<file path="src/hdl/rvDecode_macros.svh">
`ifndef RV_DECODE_MACROS_SVH
`define RV_DECODE_MACROS_SVH

// widths fixed by the RV32I base ISA
`define RV_XLEN        32
`define RV_REG_ADDR_W  5
`define RV_INSTR_W     32

`endif
</file>
<file path="src/hdl/rvDecodePkg.sv">
`default_nettype none

`include "rvDecode_macros.svh"

package rvDecodePkg;

    // base opcodes of the supported RV32I classes
    typedef enum logic [6:0] {
        OpLui    = 7'b0110111,
        OpAuipc  = 7'b0010111,
        OpJal    = 7'b1101111,
        OpJalr   = 7'b1100111,
        OpBranch = 7'b1100011,
        OpLoad   = 7'b0000011,
        OpStore  = 7'b0100011,
        OpImm    = 7'b0010011,
        OpReg    = 7'b0110011
    } opcode_t;

    typedef enum logic [3:0] {
        AluAdd   = 4'd0,
        AluSub   = 4'd1,
        AluAnd   = 4'd2,
        AluOr    = 4'd3,
        AluXor   = 4'd4,
        AluSlt   = 4'd5,
        AluSltu  = 4'd6,
        AluSll   = 4'd7,
        AluSrl   = 4'd8,
        AluPassB = 4'd9
    } aluOp_t;

    typedef enum logic [2:0] {ImmI, ImmS, ImmB, ImmU, ImmJ} immFmt_t;

    typedef enum logic [1:0] {ResAlu, ResMem, ResPcPlus4} resultSrc_t;

    // register fields, R-type layout
    typedef struct packed {
        logic [6:0]                funct7;
        logic [`RV_REG_ADDR_W-1:0] rs2;
        logic [`RV_REG_ADDR_W-1:0] rs1;
        logic [2:0]                funct3;
        logic [`RV_REG_ADDR_W-1:0] rd;
        logic [6:0]                opcode;
    } regView_t;

    // everything above the opcode carries immediate bits in some format
    typedef struct packed {
        logic [`RV_INSTR_W-8:0] upper;
        logic [6:0]             opcode;
    } immView_t;

    typedef union packed {
        regView_t regs;
        immView_t imm;
    } instrWord_t;

endpackage

`default_nettype wire

</file>
<file path="src/hdl/decodeStage.sv">
`timescale 1ns/1ps
`default_nettype none

`include "rvDecode_macros.svh"

module decodeStage
    import rvDecodePkg::*;
(
    input  logic                      clk,
    input  logic                      rstN,
    input  logic                      instrValid,
    input  instrWord_t                instr,
    input  logic                      flush,
    output logic                      ctrlValid,
    output logic                      regWriteE,
    output resultSrc_t                resultSrcE,
    output logic                      memWriteE,
    output logic                      aluSrcAE,
    output logic                      aluSrcBE,
    output aluOp_t                    aluControlE,
    output logic                      jumpE,
    output logic                      branchE,
    output logic [2:0]                funct3E,
    output logic [`RV_REG_ADDR_W-1:0] rs1E,
    output logic [`RV_REG_ADDR_W-1:0] rs2E,
    output logic [`RV_REG_ADDR_W-1:0] rdE,
    output logic [`RV_XLEN-1:0]       immExtE,
    output logic                      illegalE
);

    // decode-side controls
    immFmt_t    immFmtD;
    logic       regWriteD;
    resultSrc_t resultSrcD;
    logic       memWriteD;
    logic       aluSrcAD;
    logic       aluSrcBD;
    aluOp_t     aluControlD;
    logic       jumpD;
    logic       branchD;
    logic       illegalD;

    logic [`RV_XLEN-1:0] immI;
    logic [`RV_XLEN-1:0] immS;
    logic [`RV_XLEN-1:0] immB;
    logic [`RV_XLEN-1:0] immU;
    logic [`RV_XLEN-1:0] immJ;

    controlDecoder controlDecoder (
        .instr     (instr),
        .immFmt    (immFmtD),
        .regWrite  (regWriteD),
        .resultSrc (resultSrcD),
        .memWrite  (memWriteD),
        .aluSrcA   (aluSrcAD),
        .aluSrcB   (aluSrcBD),
        .aluControl(aluControlD),
        .jump      (jumpD),
        .branch    (branchD),
        .illegal   (illegalD)
    );

    // every format built in parallel, picked in the register stage
    immediateGen immediateGen (
        .instr(instr),
        .immI (immI),
        .immS (immS),
        .immB (immB),
        .immU (immU),
        .immJ (immJ)
    );

    decodeExecReg decodeExecReg (
        .clk        (clk),
        .rstN       (rstN),
        .instrValid (instrValid),
        .flush      (flush),
        .instr      (instr),
        .immFmt     (immFmtD),
        .regWrite   (regWriteD),
        .resultSrc  (resultSrcD),
        .memWrite   (memWriteD),
        .aluSrcA    (aluSrcAD),
        .aluSrcB    (aluSrcBD),
        .aluControl (aluControlD),
        .jump       (jumpD),
        .branch     (branchD),
        .illegal    (illegalD),
        .immI       (immI),
        .immS       (immS),
        .immB       (immB),
        .immU       (immU),
        .immJ       (immJ),
        .ctrlValid  (ctrlValid),
        .regWriteE  (regWriteE),
        .resultSrcE (resultSrcE),
        .memWriteE  (memWriteE),
        .aluSrcAE   (aluSrcAE),
        .aluSrcBE   (aluSrcBE),
        .aluControlE(aluControlE),
        .jumpE      (jumpE),
        .branchE    (branchE),
        .funct3E    (funct3E),
        .rs1E       (rs1E),
        .rs2E       (rs2E),
        .rdE        (rdE),
        .immExtE    (immExtE),
        .illegalE   (illegalE)
    );

endmodule

`default_nettype wire

</file>
<file path="src/hdl/decodeExecReg.sv">
`timescale 1ns/1ps
`default_nettype none

`include "rvDecode_macros.svh"

module decodeExecReg
    import rvDecodePkg::*;
(
    input  logic                      clk,
    input  logic                      rstN,
    input  logic                      instrValid,
    input  logic                      flush,
    input  instrWord_t                instr,
    input  immFmt_t                   immFmt,
    input  logic                      regWrite,
    input  resultSrc_t                resultSrc,
    input  logic                      memWrite,
    input  logic                      aluSrcA,
    input  logic                      aluSrcB,
    input  aluOp_t                    aluControl,
    input  logic                      jump,
    input  logic                      branch,
    input  logic                      illegal,
    input  logic [`RV_XLEN-1:0]       immI,
    input  logic [`RV_XLEN-1:0]       immS,
    input  logic [`RV_XLEN-1:0]       immB,
    input  logic [`RV_XLEN-1:0]       immU,
    input  logic [`RV_XLEN-1:0]       immJ,
    output logic                      ctrlValid,
    output logic                      regWriteE,
    output resultSrc_t                resultSrcE,
    output logic                      memWriteE,
    output logic                      aluSrcAE,
    output logic                      aluSrcBE,
    output aluOp_t                    aluControlE,
    output logic                      jumpE,
    output logic                      branchE,
    output logic [2:0]                funct3E,
    output logic [`RV_REG_ADDR_W-1:0] rs1E,
    output logic [`RV_REG_ADDR_W-1:0] rs2E,
    output logic [`RV_REG_ADDR_W-1:0] rdE,
    output logic [`RV_XLEN-1:0]       immExtE,
    output logic                      illegalE
);

    logic               accept;
    logic [`RV_XLEN-1:0] immExt;

    // a flushed strobe never reaches execute
    assign accept = instrValid & ~flush;

    always_comb begin
        case (immFmt)
            ImmS:    immExt = immS;
            ImmB:    immExt = immB;
            ImmU:    immExt = immU;
            ImmJ:    immExt = immJ;
            default: immExt = immI;
        endcase
    end

    // valid and side-effecting controls
    always_ff @(posedge clk or negedge rstN) begin
        if (!rstN) begin
            ctrlValid <= 1'b0;
            regWriteE <= 1'b0;
            memWriteE <= 1'b0;
            jumpE     <= 1'b0;
            branchE   <= 1'b0;
        end else begin
            ctrlValid <= accept;
            regWriteE <= accept & regWrite;
            memWriteE <= accept & memWrite;
            jumpE     <= accept & jump;
            branchE   <= accept & branch;
        end
    end

    // payload, held while idle
    always_ff @(posedge clk) begin
        if (accept) begin
            resultSrcE  <= resultSrc;
            aluSrcAE    <= aluSrcA;
            aluSrcBE    <= aluSrcB;
            aluControlE <= aluControl;
            funct3E     <= instr.regs.funct3;
            rs1E        <= instr.regs.rs1;
            rs2E        <= instr.regs.rs2;
            rdE         <= instr.regs.rd;
            immExtE     <= immExt;
            illegalE    <= illegal;
        end
    end

    // decoder must never pair illegal with a write
    illegalNoWrite: assert property (@(posedge clk) disable iff (!rstN)
        (ctrlValid && illegalE) |-> (!regWriteE && !memWriteE))
        else $error("illegal instruction reached execute with a write enable");

    // only defined formats may reach the immediate mux
    fmtKnown: assert property (@(posedge clk) disable iff (!rstN)
        accept |-> (immFmt inside {ImmI, ImmS, ImmB, ImmU, ImmJ}))
        else $error("undefined immediate format on an accepted instruction");

    storeNoRegWrite: assert property (@(posedge clk) disable iff (!rstN)
        (accept && memWrite) |-> !regWrite)
        else $error("store decoded with a register write");

endmodule

`default_nettype wire

</file>
<file path="src/hdl/immediateGen.sv">
`timescale 1ns/1ps
`default_nettype none

`include "rvDecode_macros.svh"

module immediateGen
    import rvDecodePkg::*;
(
    input  instrWord_t           instr,
    output logic [`RV_XLEN-1:0] immI,
    output logic [`RV_XLEN-1:0] immS,
    output logic [`RV_XLEN-1:0] immB,
    output logic [`RV_XLEN-1:0] immU,
    output logic [`RV_XLEN-1:0] immJ
);

    // instr[31:7], so instr bit k sits at raw[k-7]
    logic [`RV_INSTR_W-8:0] raw;
    logic                   signBit;

    assign raw     = instr.imm.upper;
    assign signBit = raw[24];

    // imm[11:0] = instr[31:20]
    assign immI = {{(`RV_XLEN-12){signBit}}, raw[24:13]};

    // imm[11:5] = instr[31:25], imm[4:0] = instr[11:7]
    assign immS = {{(`RV_XLEN-12){signBit}}, raw[24:18], raw[4:0]};

    // imm[12|10:5|4:1|11], lsb always zero
    assign immB = {{(`RV_XLEN-12){signBit}}, raw[0], raw[23:18], raw[4:1], 1'b0};

    // upper 20 bits, low 12 cleared
    assign immU = {raw[24:5], 12'b0};

    // imm[20|10:1|11|19:12], lsb always zero
    assign immJ = {{(`RV_XLEN-20){signBit}}, raw[12:5], raw[13], raw[23:14], 1'b0};

endmodule

`default_nettype wire

</file>
<file path="src/hdl/controlDecoder.sv">
`timescale 1ns/1ps
`default_nettype none

module controlDecoder
    import rvDecodePkg::*;
(
    input  instrWord_t instr,
    output immFmt_t    immFmt,
    output logic       regWrite,
    output resultSrc_t resultSrc,
    output logic       memWrite,
    output logic       aluSrcA,
    output logic       aluSrcB,
    output aluOp_t     aluControl,
    output logic       jump,
    output logic       branch,
    output logic       illegal
);

    opcode_t opcode;
    aluOp_t  functOp;

    assign opcode = opcode_t'(instr.regs.opcode);

    // funct3 to ALU operation, shared by OP and OP-IMM
    always_comb begin
        case (instr.regs.funct3)
            3'b000:  functOp = AluAdd;
            3'b001:  functOp = AluSll;
            3'b010:  functOp = AluSlt;
            3'b011:  functOp = AluSltu;
            3'b100:  functOp = AluXor;
            3'b101:  functOp = AluSrl;
            3'b110:  functOp = AluOr;
            default: functOp = AluAnd;
        endcase
    end

    always_comb begin
        immFmt     = ImmI;
        regWrite   = 1'b0;
        resultSrc  = ResAlu;
        memWrite   = 1'b0;
        aluSrcA    = 1'b0;
        aluSrcB    = 1'b0;
        aluControl = AluAdd;
        jump       = 1'b0;
        branch     = 1'b0;
        illegal    = 1'b0;

        case (opcode)
            OpLui: begin
                immFmt     = ImmU;
                regWrite   = 1'b1;
                aluSrcB    = 1'b1;
                aluControl = AluPassB;
            end
            OpAuipc: begin
                immFmt   = ImmU;
                regWrite = 1'b1;
                aluSrcA  = 1'b1;
                aluSrcB  = 1'b1;
            end
            OpJal: begin
                // ALU forms the target, rd gets pc+4
                immFmt    = ImmJ;
                regWrite  = 1'b1;
                resultSrc = ResPcPlus4;
                aluSrcA   = 1'b1;
                aluSrcB   = 1'b1;
                jump      = 1'b1;
            end
            OpJalr: begin
                regWrite  = 1'b1;
                resultSrc = ResPcPlus4;
                aluSrcB   = 1'b1;
                jump      = 1'b1;
            end
            OpBranch: begin
                // compare rs1 against rs2
                immFmt     = ImmB;
                aluControl = AluSub;
                branch     = 1'b1;
            end
            OpLoad: begin
                regWrite  = 1'b1;
                resultSrc = ResMem;
                aluSrcB   = 1'b1;
            end
            OpStore: begin
                immFmt   = ImmS;
                memWrite = 1'b1;
                aluSrcB  = 1'b1;
            end
            OpImm: begin
                regWrite   = 1'b1;
                aluSrcB    = 1'b1;
                aluControl = functOp;
            end
            OpReg: begin
                regWrite = 1'b1;
                // bit 30 picks SUB over ADD
                if (instr.regs.funct3 == 3'b000 && instr.regs.funct7[5]) begin
                    aluControl = AluSub;
                end else begin
                    aluControl = functOp;
                end
            end
            default: begin
                illegal = 1'b1;
            end
        endcase
    end

endmodule

`default_nettype wire

</file>
<file path="config.mk">
export PLATFORM = sky130hd
export DESIGN_NAME = decodeStage
export DESIGN_NICKNAME = d
export VERILOG_FILES = /design/src/hdl/rvDecodePkg.sv /design/src/hdl/decodeStage.sv /design/src/hdl/decodeExecReg.sv /design/src/hdl/immediateGen.sv /design/src/hdl/controlDecoder.sv
export VERILOG_INCLUDE_DIRS = /design/src /design/src/hdl
export SDC_FILE = /design/constraint.sdc
export NUM_CORES = 1
export LEC_CHECK = 0
export BUFFER_PORTS_ARGS = -buffer_cell sky130_fd_sc_hd__buf_2
export CAP_MARGIN = 20
export CORE_MARGIN = 10
export CORE_UTILIZATION = 27
export DETAILED_ROUTE_END_ITERATION = 10
export GPL_TIMING_DRIVEN = 0
export PLACE_DENSITY = 0.6
export SLEW_MARGIN = 20
export SYNTH_ARGS = -nofsm -noshare
export SYNTH_HDL_FRONTEND = slang
export SYNTH_SLANG_ARGS = --single-unit
</file>
<file path="constraint.sdc">
create_clock -name clk -period 0.8 [get_ports clk]
set_clock_uncertainty 0.05 [all_clocks]
set_input_delay 0 -clock clk [delete_from_list [all_inputs] [get_ports clk]]
set_output_delay 0 -clock clk [all_outputs]
set_load 0.02 [all_outputs]
</file>
==> flow_summary.json <==
{
  "cts_buffer_depth": 2,
  "cap_viol_max_count": 0,
  "crit_required_ns": 0.83,
  "wl_per_cell_um": 18.2,
  "synth_nets": 194,
  "rows": 35,
  "synth_cells": 158,
  "synth_seq_cells": 64,
  "cts_tree": "yes",
  "diodes": 0,
  "synthDistinctLibCells": 35,
  "period_needed_ns": 1.11,
  "synth_area_um2": 2540,
  "path_max_fanout": 9,
  "finalHoldViolations": 3,
  "fin_util_pct": 46.9,
  "yosysWarnings": 0,
  "dp.cells": 368,
  "totalWireLength_um": 7790,
  "synth_commonest_cells": "59 x edfxtp_1, 11 x a21o_1, 8 x mux2_2, 7 x nor2_1",
  "yosys.area.top_type_share_pct": 69.8,
  "first_global_vias": 2029,
  "power_leakage_nw": 1.79,
  "clock_sinks": 64,
  "avgSynthCellArea_um2": 16.1,
  "fmax_mhz": 900,
  "min_period_over_period_pct": 139,
  "relSlewSlack_pct": 73.6,
  "die_area_um2": 13700,
  "drive_gt1_share_pct": 50.9,
  "holdWs_ns": -0.0805,
  "die_h_um": 117,
  "drc": 0,
  "synth-main-ff-cell": "edfxtp_1",
  "postSynth.asyncResetShare_pct": 7.81,
  "firstDrtPassIters": 4,
  "startpoint": "instr[6]",
  "dp_hpwl_um": 4900,
  "cts_hold_buf": 30,
  "status": "complete, but fails checks",
  "htreeDepth": 3,
  "path_clk_slew_ns": 0.07,
  "first_iter_violations": 88,
  "critical_path_class": "in -> reg",
  "cts_root_buf": "clkbuf_8",
  "place.gp.congestion": 0.820,
  "io-pin-count": 100,
  "fin_tns_setup_ns": -13.11,
  "final_critical_path_setup_slack_ns": -0.311,
  "grtUsageTotal_pct": 11.0,
  "finalSetupViolCount": 98,
  "holdCritPathClass": "in -> reg",
  "power.density_nw_per_um2": 1760,
  "rsz0062_at_grt": "true",
  "setup.worst_path.end_class": "flip-flop",
  "vias": 1958,
  "final_cells": 429,
  "worstSetupStartpointType": "input pin",
  "grt_pass1_wl_um": 11300,
  "core_area_um2": 9200,
  "synth_edf_count": 59,
  "failed_checks": "hold timing, setup timing",
  "worst_pin_slew_ns": 0.393,
  "port_buffers": 98,
  "nets": 351,
  "grt_overflow": 0,
  "viasPerCell": 4.56,
  "synth_most_common_cell": "edfxtp_1",
  "antenna_found_initial": 1,
  "num-fill-cells": 826,
  "syn2layout_area_growth_pct": 70.0,
  "arrival_ns": 1.15,
  "drv_slew": 0,
  "min_from": "instr[4]",
  "peakVddDrop_uv": 625,
  "synth_largest_area_cell": "edfxtp_1",
  "ant_nets": 0,
  "synthTopCellsByArea": "edfxtp_1 70%, dfrtp_1 4.9%, mux2_2 3.6%, a21o_1 3.3%, a22o_1 1.7%",
  "die_w_um": 117,
  "start_util_pct": 27.6,
  "grt_max_degree": 37,
  "ys_seq_area_share_pct": 74.8,
  "cts_buffers": 9
}
metrics by stage:
step           power, W  setup WS [ns]  cell area (µm²)  hold WS [ns]
6_report        0.00758         -0.311             4310       -0.0805
5_1_grt         0.00790         -0.330             4310       -0.0856
4_1_cts         0.00752         -0.294             4060       -0.0943
3_5_place_dp    0.00496         -0.895             3280        -0.232
3_3_place_gp    0.00493          -1.20             3260        -0.235
2_1_floorplan   0.00454         -0.676             2630        -0.346
path summary, 6_finish.rpt:
check,end,slack (ns),depth (start not counted)
min in group asynchronous,decodeExecReg.jumpE$_DFF_PN0_,0.54,3
max in group asynchronous,decodeExecReg.regWriteE$_DFF_PN0_,0.05,3
worst max-delay path,decodeExecReg.immExtE[12]$_DFFE_PP_,-0.31,5
worst min-delay path,decodeExecReg.resultSrcE[0]$_DFFE_PP_,-0.08,2
cell usage in the layout (no fill, tap or decap), types with 6 or more instances in the layout:
master,instances
a21o_1,11
buf_4,11
buf_6,56
edfxtp_1,59
nor2_1,6
dlygate4sd3_1,30
clkbuf_8,12
mux2_4,8
buf_2,45
flip-flops by register name, summed over array words and instances, names as in the netlist:
name and count:
decodeExecReg.aluControlE 4, decodeExecReg.aluSrcAE 1, decodeExecReg.aluSrcBE 1, decodeExecReg.branchE 1
decodeExecReg.ctrlValid 1, decodeExecReg.funct3E 3, decodeExecReg.illegalE 1, decodeExecReg.immExtE 32
decodeExecReg.jumpE 1, decodeExecReg.memWriteE 1, decodeExecReg.rdE 5, decodeExecReg.regWriteE 1
decodeExecReg.resultSrcE 2, decodeExecReg.rs1E 5, decodeExecReg.rs2E 5
area by class of cell:
cell class                 count  area [µm²]  share of cell area (%)
clock buffer                   9         124                    2.87
buffer                         6        62.6                    1.45
inverter                       3        15.0                   0.348
clock inverter                 5        26.3                   0.609
timing repair inverter         1        7.51                   0.174
sequential                    64        1900                    44.0
multi-input combinational     84         711                    16.5
tap                          111         139                    3.22
timing repair buffer         146        1330                    30.9
what timing repair did:
item / in CTS / in global routing
cloned: 2 / 0
hold endpoints to repair: 54 / 2
setup buffers: 10 / 6
setup endpoints to repair: 158 / 105
pin swaps: 6 / 8
gates resized for setup: 71 / 64
critical path, stage by stage:
cell     delay (ns)
buf_8          0.10
or3b_4         0.41
a21oi_4        0.18
buf_12         0.16
mux2_4         0.30
layer usage:
metal	part of all wire, %	vias up	wire, µm	track usage, %
met1	40	958	3140	12.0
met4	1.6	2	127	6.01
met3	6.2	12	485	3.31
met5	0.22	-	17	0
li1	-	925	-	-
met2	52	61	4010	18.8
logic make-up after synthesis:
group / count (synthesis) / synth area share [%]
DFF: 64 / 74.8
and+or+nand+nor: 43 / 9.96
AOI/OAI and AO/OA: 31 / 9.37
buffers and inverters: 10 / 1.63
muxes: 9 / 3.94
xor gates and xnor gates: 1 / 0.345
where the power goes:
group	switching (W)	internal, W
clock	0.00122	0.00106
sequential	0.0000778	0.00389
combinational	0.000664	0.000677
(Power assumes the default switching activity.)
